## src/hdl/isa_pkg.sv

```systemverilog
/*
 * Architectural definitions of the front end
 *   ARCH_REGS    number of architectural registers
 *   arch_idx_t   architectural register number
 *   opcode_t     instruction classes seen by decode
 */
`default_nettype none

package isa_pkg;

    localparam int ARCH_REGS = 32;              // Register 0 keeps its mapping

    typedef logic [$clog2(ARCH_REGS)-1:0] arch_idx_t;

    // Instruction classes
    typedef enum logic [2:0] {
        OP_ALU    = 3'd0,                       // Integer ALU, writes rd
        OP_MULT   = 3'd1,                       // Multiply, writes rd
        OP_LOAD   = 3'd2,                       // Load, writes rd, reads rs1 only
        OP_STORE  = 3'd3,                       // Store, no destination
        OP_BRANCH = 3'd4                        // Branch, no destination
    } opcode_t;

endpackage

`default_nettype wire

```

## src/hdl/core_pkg.sv

```systemverilog
/*
 * Microarchitecture definitions of the rename front end
 *   PHYS_REGS    size of the physical register space
 *   phys_tag_t   physical register tag
 *   FREE_REGS    tags held by the free list after reset
 */
`default_nettype none

package core_pkg;

    localparam int PHYS_REGS = 64;

    typedef logic [$clog2(PHYS_REGS)-1:0] phys_tag_t;

    // Tags PHYS_REGS-FREE_REGS .. PHYS_REGS-1 start out free
    localparam int FREE_REGS = 32;

endpackage

`default_nettype wire

```

## src/hdl/decode_stage.sv

```systemverilog
/*
 * Decode stage
 *   Single instruction register at the pipeline input
 *   Register-use flags derived from the opcode and rd
 *   Register holds its contents while stall is high
 */
`default_nettype none
`timescale 1ns/1ns

module decode_stage (
    input  logic                clock,
    input  logic                reset,
    input  logic                in_valid,
    input  isa_pkg::opcode_t    in_op,
    input  isa_pkg::arch_idx_t  in_rd,
    input  isa_pkg::arch_idx_t  in_rs1,
    input  isa_pkg::arch_idx_t  in_rs2,
    input  logic                stall,          // From rename, hold the register
    output logic                dec_valid,
    output isa_pkg::opcode_t    dec_op,
    output isa_pkg::arch_idx_t  dec_rd,
    output isa_pkg::arch_idx_t  dec_rs1,
    output isa_pkg::arch_idx_t  dec_rs2,
    output logic                dec_writes_rd,
    output logic                dec_uses_rs1,
    output logic                dec_uses_rs2
);
    import isa_pkg::*;

    logic writes_rd;                            // Decoded before the register
    logic uses_rs2;

    always_comb begin
        writes_rd = 1'b0;
        uses_rs2  = 1'b0;
        case (in_op)
            OP_ALU, OP_MULT: begin
                writes_rd = (in_rd != '0);      // r0 writes are dropped
                uses_rs2  = 1'b1;
            end
            OP_LOAD:              writes_rd = (in_rd != '0);
            OP_STORE, OP_BRANCH:  uses_rs2 = 1'b1;
            default: ;
        endcase
    end

    always_ff @(posedge clock) begin
        if (reset)
            dec_valid <= 1'b0;
        else if (!stall)
            dec_valid <= in_valid;              // Bubble when nothing arrives
    end

    // Payload, qualified by dec_valid
    always_ff @(posedge clock) begin
        if (!stall) begin
            dec_op        <= in_op;
            dec_rd        <= in_rd;
            dec_rs1       <= in_rs1;
            dec_rs2       <= in_rs2;
            dec_writes_rd <= writes_rd;
            dec_uses_rs1  <= 1'b1;              // Every class reads rs1
            dec_uses_rs2  <= uses_rs2;
        end
    end

endmodule

`default_nettype wire

```

## src/hdl/map_table.sv

```systemverilog
/*
 * Speculative register map
 *   Architectural to physical mapping, identity after reset
 *   Busy bit per physical register
 *   Three read ports, one remap port, one completion port
 */
`default_nettype none
`timescale 1ns/1ns

module map_table (
    input  logic                 clock,
    input  logic                 reset,
    input  isa_pkg::arch_idx_t   rd_rs1,
    input  isa_pkg::arch_idx_t   rd_rs2,
    input  isa_pkg::arch_idx_t   rd_dest,
    output core_pkg::phys_tag_t  tag_rs1,
    output core_pkg::phys_tag_t  tag_rs2,
    output core_pkg::phys_tag_t  tag_prev,      // Mapping being replaced
    output logic                 busy_rs1,
    output logic                 busy_rs2,
    input  logic                 write_en,      // Remap rd_dest to write_tag
    input  core_pkg::phys_tag_t  write_tag,
    input  logic                 complete_valid,
    input  core_pkg::phys_tag_t  complete_tag
);
    import isa_pkg::*;
    import core_pkg::*;

    phys_tag_t             map_q [ARCH_REGS];
    logic [PHYS_REGS-1:0]  busy_q;

    // Lookups
    assign tag_rs1  = map_q[rd_rs1];
    assign tag_rs2  = map_q[rd_rs2];
    assign tag_prev = map_q[rd_dest];
    assign busy_rs1 = busy_q[tag_rs1];
    assign busy_rs2 = busy_q[tag_rs2];

    always_ff @(posedge clock) begin
        if (reset) begin
            for (int i = 0; i < ARCH_REGS; i++)
                map_q[i] <= phys_tag_t'(i);     // Register i starts on tag i
            busy_q <= '0;
        end else begin
            if (complete_valid)
                busy_q[complete_tag] <= 1'b0;   // Producer has finished
            // A freshly allocated tag is never in flight, so no clash
            if (write_en) begin
                map_q[rd_dest]    <= write_tag;
                busy_q[write_tag] <= 1'b1;
            end
        end
    end

endmodule

`default_nettype wire

```

## src/hdl/free_list.sv

```systemverilog
/*
 * Free list of physical tags
 *   Circular FIFO with head, tail and count
 *   Filled with the upper tags in ascending order at reset
 *   Push and pop allowed in the same cycle
 */
`default_nettype none
`timescale 1ns/1ns

module free_list (
    input  logic                 clock,
    input  logic                 reset,
    input  logic                 pop,
    output core_pkg::phys_tag_t  pop_tag,       // Oldest free tag
    output logic                 empty,
    input  logic                 push,
    input  core_pkg::phys_tag_t  push_tag
);
    import core_pkg::*;

    localparam int PTR_W = $clog2(FREE_REGS);
    localparam int CNT_W = $clog2(FREE_REGS + 1);

    phys_tag_t         mem_q [FREE_REGS];
    logic [PTR_W-1:0]  head_q;                  // Next tag to hand out
    logic [PTR_W-1:0]  tail_q;                  // Next slot to fill
    logic [CNT_W-1:0]  count_q;

    assign pop_tag = mem_q[head_q];
    assign empty   = (count_q == '0);

    always_ff @(posedge clock) begin
        if (reset) begin
            for (int i = 0; i < FREE_REGS; i++)
                mem_q[i] <= phys_tag_t'(PHYS_REGS - FREE_REGS + i);
            head_q  <= '0;
            tail_q  <= '0;                      // Full, tail wrapped onto head
            count_q <= CNT_W'(FREE_REGS);
        end else begin
            if (push) begin
                mem_q[tail_q] <= push_tag;
                tail_q        <= tail_q + 1'b1;
            end
            if (pop)
                head_q <= head_q + 1'b1;
            case ({push, pop})
                2'b10:   count_q <= count_q + 1'b1;
                2'b01:   count_q <= count_q - 1'b1;
                default: ;                      // Both or neither
            endcase
        end
    end

endmodule

`default_nettype wire

```

## src/hdl/rename_stage.sv

```systemverilog
/*
 * Rename stage, combinational
 *   Stall and fire decision
 *   Source lookup with completion bypass
 *   Destination allocation from the free list
 */
`default_nettype none
`timescale 1ns/1ns

module rename_stage (
    input  logic                 clock,
    input  logic                 reset,
    input  logic                 dec_valid,
    input  isa_pkg::opcode_t     dec_op,
    input  isa_pkg::arch_idx_t   dec_rd,
    input  isa_pkg::arch_idx_t   dec_rs1,
    input  isa_pkg::arch_idx_t   dec_rs2,
    input  logic                 dec_writes_rd,
    input  logic                 dec_uses_rs1,
    input  logic                 dec_uses_rs2,
    input  logic                 rob_full,
    input  logic                 complete_valid,
    input  core_pkg::phys_tag_t  complete_tag,
    input  logic                 free_push,     // Tag released by retire
    input  core_pkg::phys_tag_t  free_push_tag,
    output logic                 stall,
    output logic                 fire,
    output isa_pkg::opcode_t     ren_op,
    output core_pkg::phys_tag_t  ren_dest_tag,
    output core_pkg::phys_tag_t  ren_prev_tag,
    output core_pkg::phys_tag_t  ren_src1_tag,
    output logic                 ren_src1_ready,
    output core_pkg::phys_tag_t  ren_src2_tag,
    output logic                 ren_src2_ready
);
    import core_pkg::*;

    phys_tag_t  tag_rs1, tag_rs2, tag_prev, new_tag;
    logic       busy_rs1, busy_rs2, free_empty, alloc;

    ////////////////////////////////////////////////////////////
    // Hazard check and allocation
    ////////////////////////////////////////////////////////////
    assign stall = dec_valid && (rob_full || (dec_writes_rd && free_empty));
    assign fire  = dec_valid && !stall;
    assign alloc = fire && dec_writes_rd;       // Pop and remap together

    map_table u_map (
        .clock, .reset,
        .rd_rs1(dec_rs1), .rd_rs2(dec_rs2), .rd_dest(dec_rd),
        .tag_rs1, .tag_rs2, .tag_prev, .busy_rs1, .busy_rs2,
        .write_en(alloc), .write_tag(new_tag),
        .complete_valid, .complete_tag
    );

    free_list u_free (
        .clock, .reset,
        .pop(alloc), .pop_tag(new_tag), .empty(free_empty),
        .push(free_push), .push_tag(free_push_tag)
    );

    ////////////////////////////////////////////////////////////
    // Renamed fields
    ////////////////////////////////////////////////////////////
    assign ren_op       = dec_op;
    assign ren_dest_tag = dec_writes_rd ? new_tag  : '0;    // No dest reports 0
    assign ren_prev_tag = dec_writes_rd ? tag_prev : '0;

    // Unused source is tag 0 and ready, busy tag ready only on a same-cycle completion
    assign ren_src1_tag   = dec_uses_rs1 ? tag_rs1 : '0;
    assign ren_src1_ready = !dec_uses_rs1 || !busy_rs1 ||
                            (complete_valid && (complete_tag == tag_rs1));
    assign ren_src2_tag   = dec_uses_rs2 ? tag_rs2 : '0;
    assign ren_src2_ready = !dec_uses_rs2 || !busy_rs2 ||
                            (complete_valid && (complete_tag == tag_rs2));

endmodule

`default_nettype wire

```

## src/hdl/dispatch_stage.sv

```systemverilog
/*
 * Dispatch stage
 *   ROB of prev tag and has-destination bit, head, tail and count
 *   Registered dispatch pulse carrying the ROB index
 *   In-order retire, freed tag back to the free list, retire report
 */
`default_nettype none
`timescale 1ns/1ns

module dispatch_stage #(
    parameter int ROB_DEPTH = 8                 // Power of two
) (
    input  logic                          clock,
    input  logic                          reset,
    input  logic                          fire,
    input  isa_pkg::opcode_t              ren_op,
    input  core_pkg::phys_tag_t           ren_dest_tag,
    input  core_pkg::phys_tag_t           ren_prev_tag,
    input  core_pkg::phys_tag_t           ren_src1_tag,
    input  logic                          ren_src1_ready,
    input  core_pkg::phys_tag_t           ren_src2_tag,
    input  logic                          ren_src2_ready,
    input  logic                          retire,
    output logic                          rob_full,
    output logic                          free_push,
    output core_pkg::phys_tag_t           free_push_tag,
    output logic                          disp_valid,
    output isa_pkg::opcode_t              disp_op,
    output logic [$clog2(ROB_DEPTH)-1:0]  disp_rob_idx,
    output core_pkg::phys_tag_t           disp_dest_tag,
    output core_pkg::phys_tag_t           disp_prev_tag,
    output core_pkg::phys_tag_t           disp_src1_tag,
    output logic                          disp_src1_ready,
    output core_pkg::phys_tag_t           disp_src2_tag,
    output logic                          disp_src2_ready,
    output logic                          ret_valid,
    output logic [$clog2(ROB_DEPTH)-1:0]  ret_rob_idx,
    output logic                          ret_freed_valid,
    output core_pkg::phys_tag_t           ret_freed_tag
);
    import core_pkg::*;

    localparam int IDX_W = $clog2(ROB_DEPTH);

    phys_tag_t         rob_prev [ROB_DEPTH];    // Mapping to free at retire
    logic              rob_has_dest [ROB_DEPTH];
    logic [IDX_W-1:0]  rob_head, rob_tail;      // Wrap on their own
    logic [IDX_W:0]    rob_count;
    logic              retire_ok;

    assign rob_full      = (rob_count == (IDX_W+1)'(ROB_DEPTH));
    assign retire_ok     = retire && (rob_count != '0);     // Empty ROB ignores it
    assign free_push     = retire_ok && rob_has_dest[rob_head];
    assign free_push_tag = rob_prev[rob_head];

    ////////////////////////////////////////////////////////////
    // Control state
    ////////////////////////////////////////////////////////////
    always_ff @(posedge clock) begin
        if (reset) begin
            rob_head        <= '0;
            rob_tail        <= '0;
            rob_count       <= '0;
            disp_valid      <= 1'b0;
            ret_valid       <= 1'b0;
            ret_freed_valid <= 1'b0;
        end else begin
            disp_valid      <= fire;            // One-cycle pulses
            ret_valid       <= retire_ok;
            ret_freed_valid <= free_push;
            if (fire)      rob_tail <= rob_tail + 1'b1;
            if (retire_ok) rob_head <= rob_head + 1'b1;
            case ({fire, retire_ok})
                2'b10:   rob_count <= rob_count + 1'b1;
                2'b01:   rob_count <= rob_count - 1'b1;
                default: ;
            endcase
        end
    end

    ////////////////////////////////////////////////////////////
    // Entries and report payload
    ////////////////////////////////////////////////////////////
    always_ff @(posedge clock) begin
        if (fire) begin
            rob_prev[rob_tail]     <= ren_prev_tag;
            rob_has_dest[rob_tail] <= (ren_dest_tag != '0);    // Tag 0 is never allocated
            disp_op         <= ren_op;
            disp_rob_idx    <= rob_tail;
            disp_dest_tag   <= ren_dest_tag;
            disp_prev_tag   <= ren_prev_tag;
            disp_src1_tag   <= ren_src1_tag;
            disp_src1_ready <= ren_src1_ready;
            disp_src2_tag   <= ren_src2_tag;
            disp_src2_ready <= ren_src2_ready;
        end
        if (retire_ok) begin
            ret_rob_idx   <= rob_head;
            ret_freed_tag <= rob_prev[rob_head];
        end
    end

endmodule

`default_nettype wire

```

## src/hdl/dispatch_top.sv

```systemverilog
/*
 * Rename and dispatch front end
 *   Decode, rename and dispatch stages in a row
 *   ROB depth set here and passed to dispatch
 */
`default_nettype none
`timescale 1ns/1ns

module dispatch_top #(
    parameter int ROB_DEPTH = 8
) (
    input  logic                          clock,
    input  logic                          reset,
    input  logic                          in_valid,
    input  isa_pkg::opcode_t              in_op,
    input  isa_pkg::arch_idx_t            in_rd,
    input  isa_pkg::arch_idx_t            in_rs1,
    input  isa_pkg::arch_idx_t            in_rs2,
    input  logic                          complete_valid,
    input  core_pkg::phys_tag_t           complete_tag,
    input  logic                          retire,
    output logic                          stall,
    output logic                          disp_valid,
    output isa_pkg::opcode_t              disp_op,
    output logic [$clog2(ROB_DEPTH)-1:0]  disp_rob_idx,
    output core_pkg::phys_tag_t           disp_dest_tag,
    output core_pkg::phys_tag_t           disp_prev_tag,
    output core_pkg::phys_tag_t           disp_src1_tag,
    output logic                          disp_src1_ready,
    output core_pkg::phys_tag_t           disp_src2_tag,
    output logic                          disp_src2_ready,
    output logic                          ret_valid,
    output logic [$clog2(ROB_DEPTH)-1:0]  ret_rob_idx,
    output logic                          ret_freed_valid,
    output core_pkg::phys_tag_t           ret_freed_tag
);
    import isa_pkg::*;
    import core_pkg::*;

    // Decode to rename
    logic       dec_valid, dec_writes_rd, dec_uses_rs1, dec_uses_rs2;
    opcode_t    dec_op;
    arch_idx_t  dec_rd, dec_rs1, dec_rs2;

    // Rename to dispatch and back
    logic       fire, rob_full, free_push;
    opcode_t    ren_op;
    phys_tag_t  ren_dest_tag, ren_prev_tag, ren_src1_tag, ren_src2_tag, free_push_tag;
    logic       ren_src1_ready, ren_src2_ready;

    decode_stage u_decode (
        .clock, .reset, .in_valid, .in_op, .in_rd, .in_rs1, .in_rs2, .stall,
        .dec_valid, .dec_op, .dec_rd, .dec_rs1, .dec_rs2,
        .dec_writes_rd, .dec_uses_rs1, .dec_uses_rs2
    );

    rename_stage u_rename (
        .clock, .reset, .dec_valid, .dec_op, .dec_rd, .dec_rs1, .dec_rs2,
        .dec_writes_rd, .dec_uses_rs1, .dec_uses_rs2,
        .rob_full, .complete_valid, .complete_tag, .free_push, .free_push_tag,
        .stall, .fire, .ren_op, .ren_dest_tag, .ren_prev_tag,
        .ren_src1_tag, .ren_src1_ready, .ren_src2_tag, .ren_src2_ready
    );

    dispatch_stage #(.ROB_DEPTH(ROB_DEPTH)) u_dispatch (
        .clock, .reset, .fire, .ren_op, .ren_dest_tag, .ren_prev_tag,
        .ren_src1_tag, .ren_src1_ready, .ren_src2_tag, .ren_src2_ready,
        .retire, .rob_full, .free_push, .free_push_tag,
        .disp_valid, .disp_op, .disp_rob_idx, .disp_dest_tag, .disp_prev_tag,
        .disp_src1_tag, .disp_src1_ready, .disp_src2_tag, .disp_src2_ready,
        .ret_valid, .ret_rob_idx, .ret_freed_valid, .ret_freed_tag
    );

endmodule

`default_nettype wire

```

## config.mk

```make
export PLATFORM = sky130hd
export DESIGN_NAME = dispatch_top
export DESIGN_NICKNAME = d
export VERILOG_FILES = /design/src/hdl/isa_pkg.sv /design/src/hdl/core_pkg.sv /design/src/hdl/decode_stage.sv /design/src/hdl/map_table.sv /design/src/hdl/free_list.sv /design/src/hdl/rename_stage.sv /design/src/hdl/dispatch_stage.sv /design/src/hdl/dispatch_top.sv
export SDC_FILE = /design/constraint.sdc
export NUM_CORES = 1
export LEC_CHECK = 0
export BUFFER_PORTS_ARGS = -buffer_cell sky130_fd_sc_hd__buf_2
export CORE_UTILIZATION = 40
export DETAILED_ROUTE_END_ITERATION = 7
export PLACE_DENSITY = 0.61
export RECOVER_POWER = 50
export SLEW_MARGIN = 20
export SYNTH_ARGS = -nofsm -noshare
export SYNTH_HDL_FRONTEND = slang
export SYNTH_HIERARCHICAL = 1
export SYNTH_SLANG_ARGS = --single-unit
```

## constraint.sdc

```tcl
create_clock -name clock -period 3.36 [get_ports clock]
set_input_delay 0.168 -clock clock [delete_from_list [all_inputs] [get_ports clock]]
set_output_delay 0.168 -clock clock [all_outputs]
set_load 0.01 [all_outputs]
```

; Word level (Yosys, flattened, before mapping)
; Memories as Yosys holds them, arrays and structs flattened. A register that Yosys moved wholly into a read port is not among the register bits.
; Index checks and enable logic that the tools add are counted.
[totals]
reg_bits = 155
ramBits = 440
output_inout_bits = 45
elab_cells = 129
n_memories = 4
[op_classes]
n_addsub = 8
order_cmp = 6
eq_ne = 11
mux = 41
bitwise_logic = 3
n_reduce_logical = 29
[memory_table]
columns = memory, words, width, rd, rd_clocked_by_memory_dff, wr, line_no
row1 = u_rename.u_free.mem_q, 32, 6, 1, 1, 32, free_list.sv:24  ; phys_tag_t mem_q [FREE_REGS];
row2 = u_rename.u_map.map_q, 32, 6, 3, 3, 32, map_table.sv:29  ; phys_tag_t map_q [ARCH_REGS];
row3 = u_dispatch.rob_prev, 8, 6, 1, 1, 1, dispatch_stage.sv:45  ; phys_tag_t rob_prev [ROB_DEPTH];
row4 = u_dispatch.rob_has_dest, 8, 1, 1, 1, 1, dispatch_stage.sv:46  ; logic rob_has_dest [ROB_DEPTH];
[op_table]
columns = operator, n
row1 = 2-to-1 mux 64 bit, 3
row2 = AND 64 bit, 1
row3 = inverter 64 bit, 1
row4 = OR 64 bit, 1
row5 = 2-to-1 mux 5 bit, 7
row6 = < comparator 6 x 7 -> 1 bit (second input constant), 4
row7 = 2-to-1 mux 6 bit, 4
row8 = 2-to-1 mux 1 bit, 17
row9 = binary-select mux 1 bit (select 6 bit), 2
row10 = demux 1 bit (select 6 bit), 2
row11 = == test 6 bit, 2
row12 = greater-or-equal comparator 6 x 1 -> 1 bit (second input constant), 2
row13 = 2-to-1 mux 3 bit, 4
row14 = case mux 6 bit (2 select lines), 1
row15 = OR reduction 6 bit, 2
row16 = adder 5 x 1 -> 5 bit (second input constant), 2
row17 = logical AND 1 bit, 10
row18 = case mux 4 bit (2 select lines), 1
row19 = adder 3 x 1 -> 3 bit (second input constant), 2
row20 = adder 6 x 1 -> 6 bit (second input constant), 1
row21 = == test 3 x 2 -> 1 bit (second input constant), 2
row22 = logical NOT 6 bit, 1
row23 = nonzero test 6 bit, 1
row24 = subtractor 6 x 1 -> 6 bit (second input constant), 1
row25 = 15 further kinds, 24

; Logic depth before layout (Yosys ltp)
[depth]
depth_word = 12
mapped_depth = 15

; Modules after synthesis
; The synthesis kept the hierarchy.
[by_module_without_submodules]
columns = module, instances, cells_each, area_per_inst_um2, seq_area_each_um2
row1 = map_table, 1, 1380, 16057.9, 7046.8
row2 = free_list, 1, 790, 10080.9, 6185.9
row3 = dispatch_stage, 1, 205, 4134.0, 3233.1
row4 = decode_stage, 1, 30, 683.2, 620.6
row5 = rename_stage, 1, 50, 354.1, 0.0

; Worst setup path after synthesis
; No wires, ideal clock.
[synth_path]
path_kind = register to register
startpoint = reg u_decode/dec_rs1[0] (netlist name)
endpoint = reg u_dispatch.disp_src1_ready, data pin
setup_time_ns = 0.266
t_arrival_ns = 3.204
setup_slack_ns = -0.110
path_stages_with_launch = 12
n_path_buf = 4
path_cell_list = edfxtp_1 buf_2 buf_4 buf_2 buf_2 mux4_2 mux4_2 mux2_2 a41oi_1 a21oi_1 mux2i_1 o211ai_2
[synth_lines]
columns = element, line_no
row1 = to (signal assigned), dispatch_stage.sv:93  ; disp_src1_ready <= ren_src1_ready;
row2 = to (decl), dispatch_stage.sv:33  ; output logic disp_src1_ready,

==> summary.md <==
| Metric | Value |
|---|---|
| Status | finished with violations |
| Failing checks | setup timing |
| Largest family of logic cells by synthesized area | multiplexers |
| Area growth from synthesis to layout | 18.7% |
| DRT iter0 DRCs | 2503 |
| Top cells by count, synth | edfxtp_1 (501), nand2_1 (207), clkbuf_1 (151) |
| CTS tree | built |
| Initial Util | 40.4% |
| Clk buf depth | 3 |
| Power per standard cell area | 539 nW/µm² |
| Max Freq | 0.280 GHz |
| Mux contribution to synthesized area | 18.3% |
| CP arrival | 4040 ps |
| H-tree depth | 3 |
| Clk Latency, worst-skew pair | 620 ps |
| Crit. End Element | register |
| Cts bufs inserted | 69 |
| Vias in the first global route | 22300 |
| Setup Total Neg Slack | -2270 ps |
| Row count | 102 |
| Slew Limit Fails | 0 |
| Count leader, synth | edfxtp_1 |
| CORE AREA | 77500 µm² |
| GR met1 Demand/Resource | 32.1% |
| DP Wirelength | 65100 µm |
| Final GP Congestion | 1.03 |
| Post-synthesis cell type count | 75 |
| Layout cell share with drive strength beyond 1 | 25.9% |
| Num ports | 74 |
| Crit path time final | 3570 ps |
| Syn avg cell area | 12.8 µm² |
| Synth top area share | 48.0% |
| GRT busiest layer | met2 |
| Via density | 6.08 |
| Met3 Track Usage GR | 4.79% |
| Adder-Cell Fraction of Synth Area | 0.520% |
| Largest net degree at the start of global routing | 79 |
| Crit path setup slack, layout | -211 ps |
| Worst slack, placed | -375 ps |
| Syn Nets | 2497 |
| Dpl cell area | 33800 µm² |
| Drt wl/cell | 25.8 µm |
| Mapped Cells | 2455 |
| Initial antenna violation count | 2 |
| Root Buffer | clkbuf_16 |
| Relative slew slack | 9.80% |
| Number of synthesized register bits | 603 |
| Core Util, Final | 48.0% |
| Period utilisation layout | 106% |
| Leakage power | 11.9 nW |
| First-pass GRT wire length | 143000 µm |
| Post-Syn Area | 31300 µm² |
| Tot Pwr | 20.0 mW |
| Post-synthesis compound-gate area fraction | 6.78% |
| Post-route cell area | 37200 µm² |
| DRC Markers | 0 |
| Worst setup path class | reg2reg |
| Ys Warns | 6 |
| Register clock-pin slew on the reported worst setup and hold paths | 60 ps |
| Clock sink count | 603 |
| Post-synth EDFFs | 501 |
| Number of antenna diodes | 0 |
| Die W | 282 µm |
| Top cells by area, synth | edfxtp_1 (48%), mux4_2 (11%), dfxtp_1 (6.5%) |
| GR Util met2 | 38.4% |
| IO Port Bufs | 73 |
| Register area share after synthesis | 54.6% |
| WP data required | 3830 ps |
| Hold Path Class | in2reg |
| Slew @ Worst Pin | 1350 ps |
| Post-Route Skew | 16.4 ps |
| Die height | 282 µm |
| Total grt overflow | 0 |
| Nets@finish | 2696 |
| Worst-path fanout max | 13 |
| Die area | 79400 µm² |
| Top_reg_cell synth | edfxtp_1 |
| Final setup violating endpoints | 62 |
| DRT Wirelength | 96700 µm |
| GRT Overall Usage | 24.3% |
| Unrepaired setup endpoints after global routing | true |
| Synth area leader | edfxtp_1 |
| Synth Area in XOR/XNOR | 0.839% |
| Antenna-violating nets left | 0 |
| Async SR Flop Fraction | 0% |
| Vias | 22800 |
| Fin. Hold Viols | 0 |
| R2R Setup Slk | -210 ps |
| TritonRoute pass-1 iters | 7 |
| Startpoint Class | register |
| Post-Synth Simple-Gate Area | 15.3% |
| Max cap viols | 0 |
| Peak VDD IR | 0.358 mV |
-- layer usage --
metal  up-vias  wire length (µm)
li1       9797                 -
met3       263              8630
met5         -                 9
met4         2              4640
met2      1222             44700
met1     11500             38700
-- layout by cell type (no fill, tap or decap), types with 10 or more instances in the layout --
cell type and count:
edfxtp_1 501, nand2_1 205, buf_4 187, mux4_2 158
nor2_1 131, nor3_1 112, or3_1 112, o21ai_0 105
and2_1 104, dfxtp_1 101, mux2i_1 100, a21oi_1 89
clkbuf_16 73, or2_2 72, clkbuf_1 68, nand3_1 56
a22oi_1 39, mux4_1 35, buf_12 34, dlygate4sd3_1 20
buf_2 20, nand2b_1 17, nand4_1 17, inv_1 16
xor2_1 15, xnor2_1 15, ha_1 13, clkinv_2 12
o22ai_1 12, buf_6 11, nor2b_1 11, nand3b_1 11
a211oi_2 11, a2bb2oi_2 10
-- cell type report --
| type | count | area (µm²) |
|---|---|---|
| repair buffers | 345 | 2960 |
| fillers | 6723 | 40300 |
| well taps | 1040 | 1300 |
| multi-input cells | 1616 | 13400 |
| inverters | 19 | 71.3 |
| clock inverters | 37 | 483 |
| clock buffers | 84 | 1850 |
| flip-flops and latches | 603 | 17100 |
-- report_power, final --
group          switching [mW]  internal [mW]  total [mW]
combinational            2.16           1.43        3.59
clock                    3.12           4.64        7.76
sequential              0.240           8.46        8.70
total                    5.52           14.5        20.0
-- worst paths after layout --
check | start | endpoint | cells after the start
max reg2reg | u_decode/dec_rs2[1] | u_dispatch/disp_src2_ready | 12
max | u_decode/dec_rs2[1] | u_dispatch/disp_src2_ready | 12
min | complete_tag[0] | u_rename/u_map/busy_q[51] | 4
min reg2reg | u_decode/dec_op[0] | u_dispatch/disp_op[0] | 0
-- state kept, by name, summed over array words and instances, names as in the netlist, 3 cells and up, named ones only --
signal / cells
u_decode/dec_op: 3
u_decode/dec_rd: 5
u_decode/dec_rs1: 5
u_decode/dec_rs2: 5
u_dispatch/disp_dest_tag: 6
u_dispatch/disp_op: 3
u_dispatch/disp_prev_tag: 6
u_dispatch/disp_rob_idx: 3
u_dispatch/disp_src1_tag: 6
u_dispatch/disp_src2_tag: 6
u_dispatch/ret_freed_tag: 6
u_dispatch/ret_rob_idx: 3
u_dispatch/rob_count: 4
u_dispatch/rob_has_dest: 8
u_dispatch/rob_head: 3
u_dispatch/rob_prev: 48
u_dispatch/rob_tail: 3
u_rename/u_free/count_q: 6
u_rename/u_free/head_q: 5
u_rename/u_free/mem_q: 192
u_rename/u_free/tail_q: 5
u_rename/u_map/busy_q: 64
u_rename/u_map/map_q: 192
-- worst max-delay path, stage by stage, from the launching register on --
cell,delay (ps)
edfxtp_1,370
buf_12,170
mux4_2,530
mux4_2,560
a21oi_4,190
buf_12,150
buf_6,130
mux2i_1,230
o22ai_1,90
or4_1,550
nor4_2,310
nor4_2,80
o211ai_2,70
-- logic make-up (layout without fill, tap and decap cells) --
family,after synthesis,count (layout)
XOR/XNOR,30,30
multiplexers,312,312
AND/OR/NAND/NOR,921,921
AO/OA/AOI/OAI,339,339
flip-flops,603,603
adder cells (fa/ha/maj),13,13
buffers and inverters,236,485
other,1,1
-- through the flow --
stage / instances / hold slack [ps]
floorplan: 2455 / 237
global placement: 3555 / 347
detailed placement: 3555 / 346
CTS: 3728 / 44.8
global route: 3744 / 110
finish: 3744 / 83.7
-- timing repair --
| item | CTS | global route |
|---|---|---|
| gates resized for setup | 42 | 89 |
| setup endpoints to repair | 10 | 42 |
| hold endpoints to repair | 25 | 0 |
| cloned | 6 | 3 |
| pin swaps | 15 | 28 |
| setup buffers | 28 | 18 |
| hold buffers | 20 | 0 |
(Power assumes the default switching activity.)
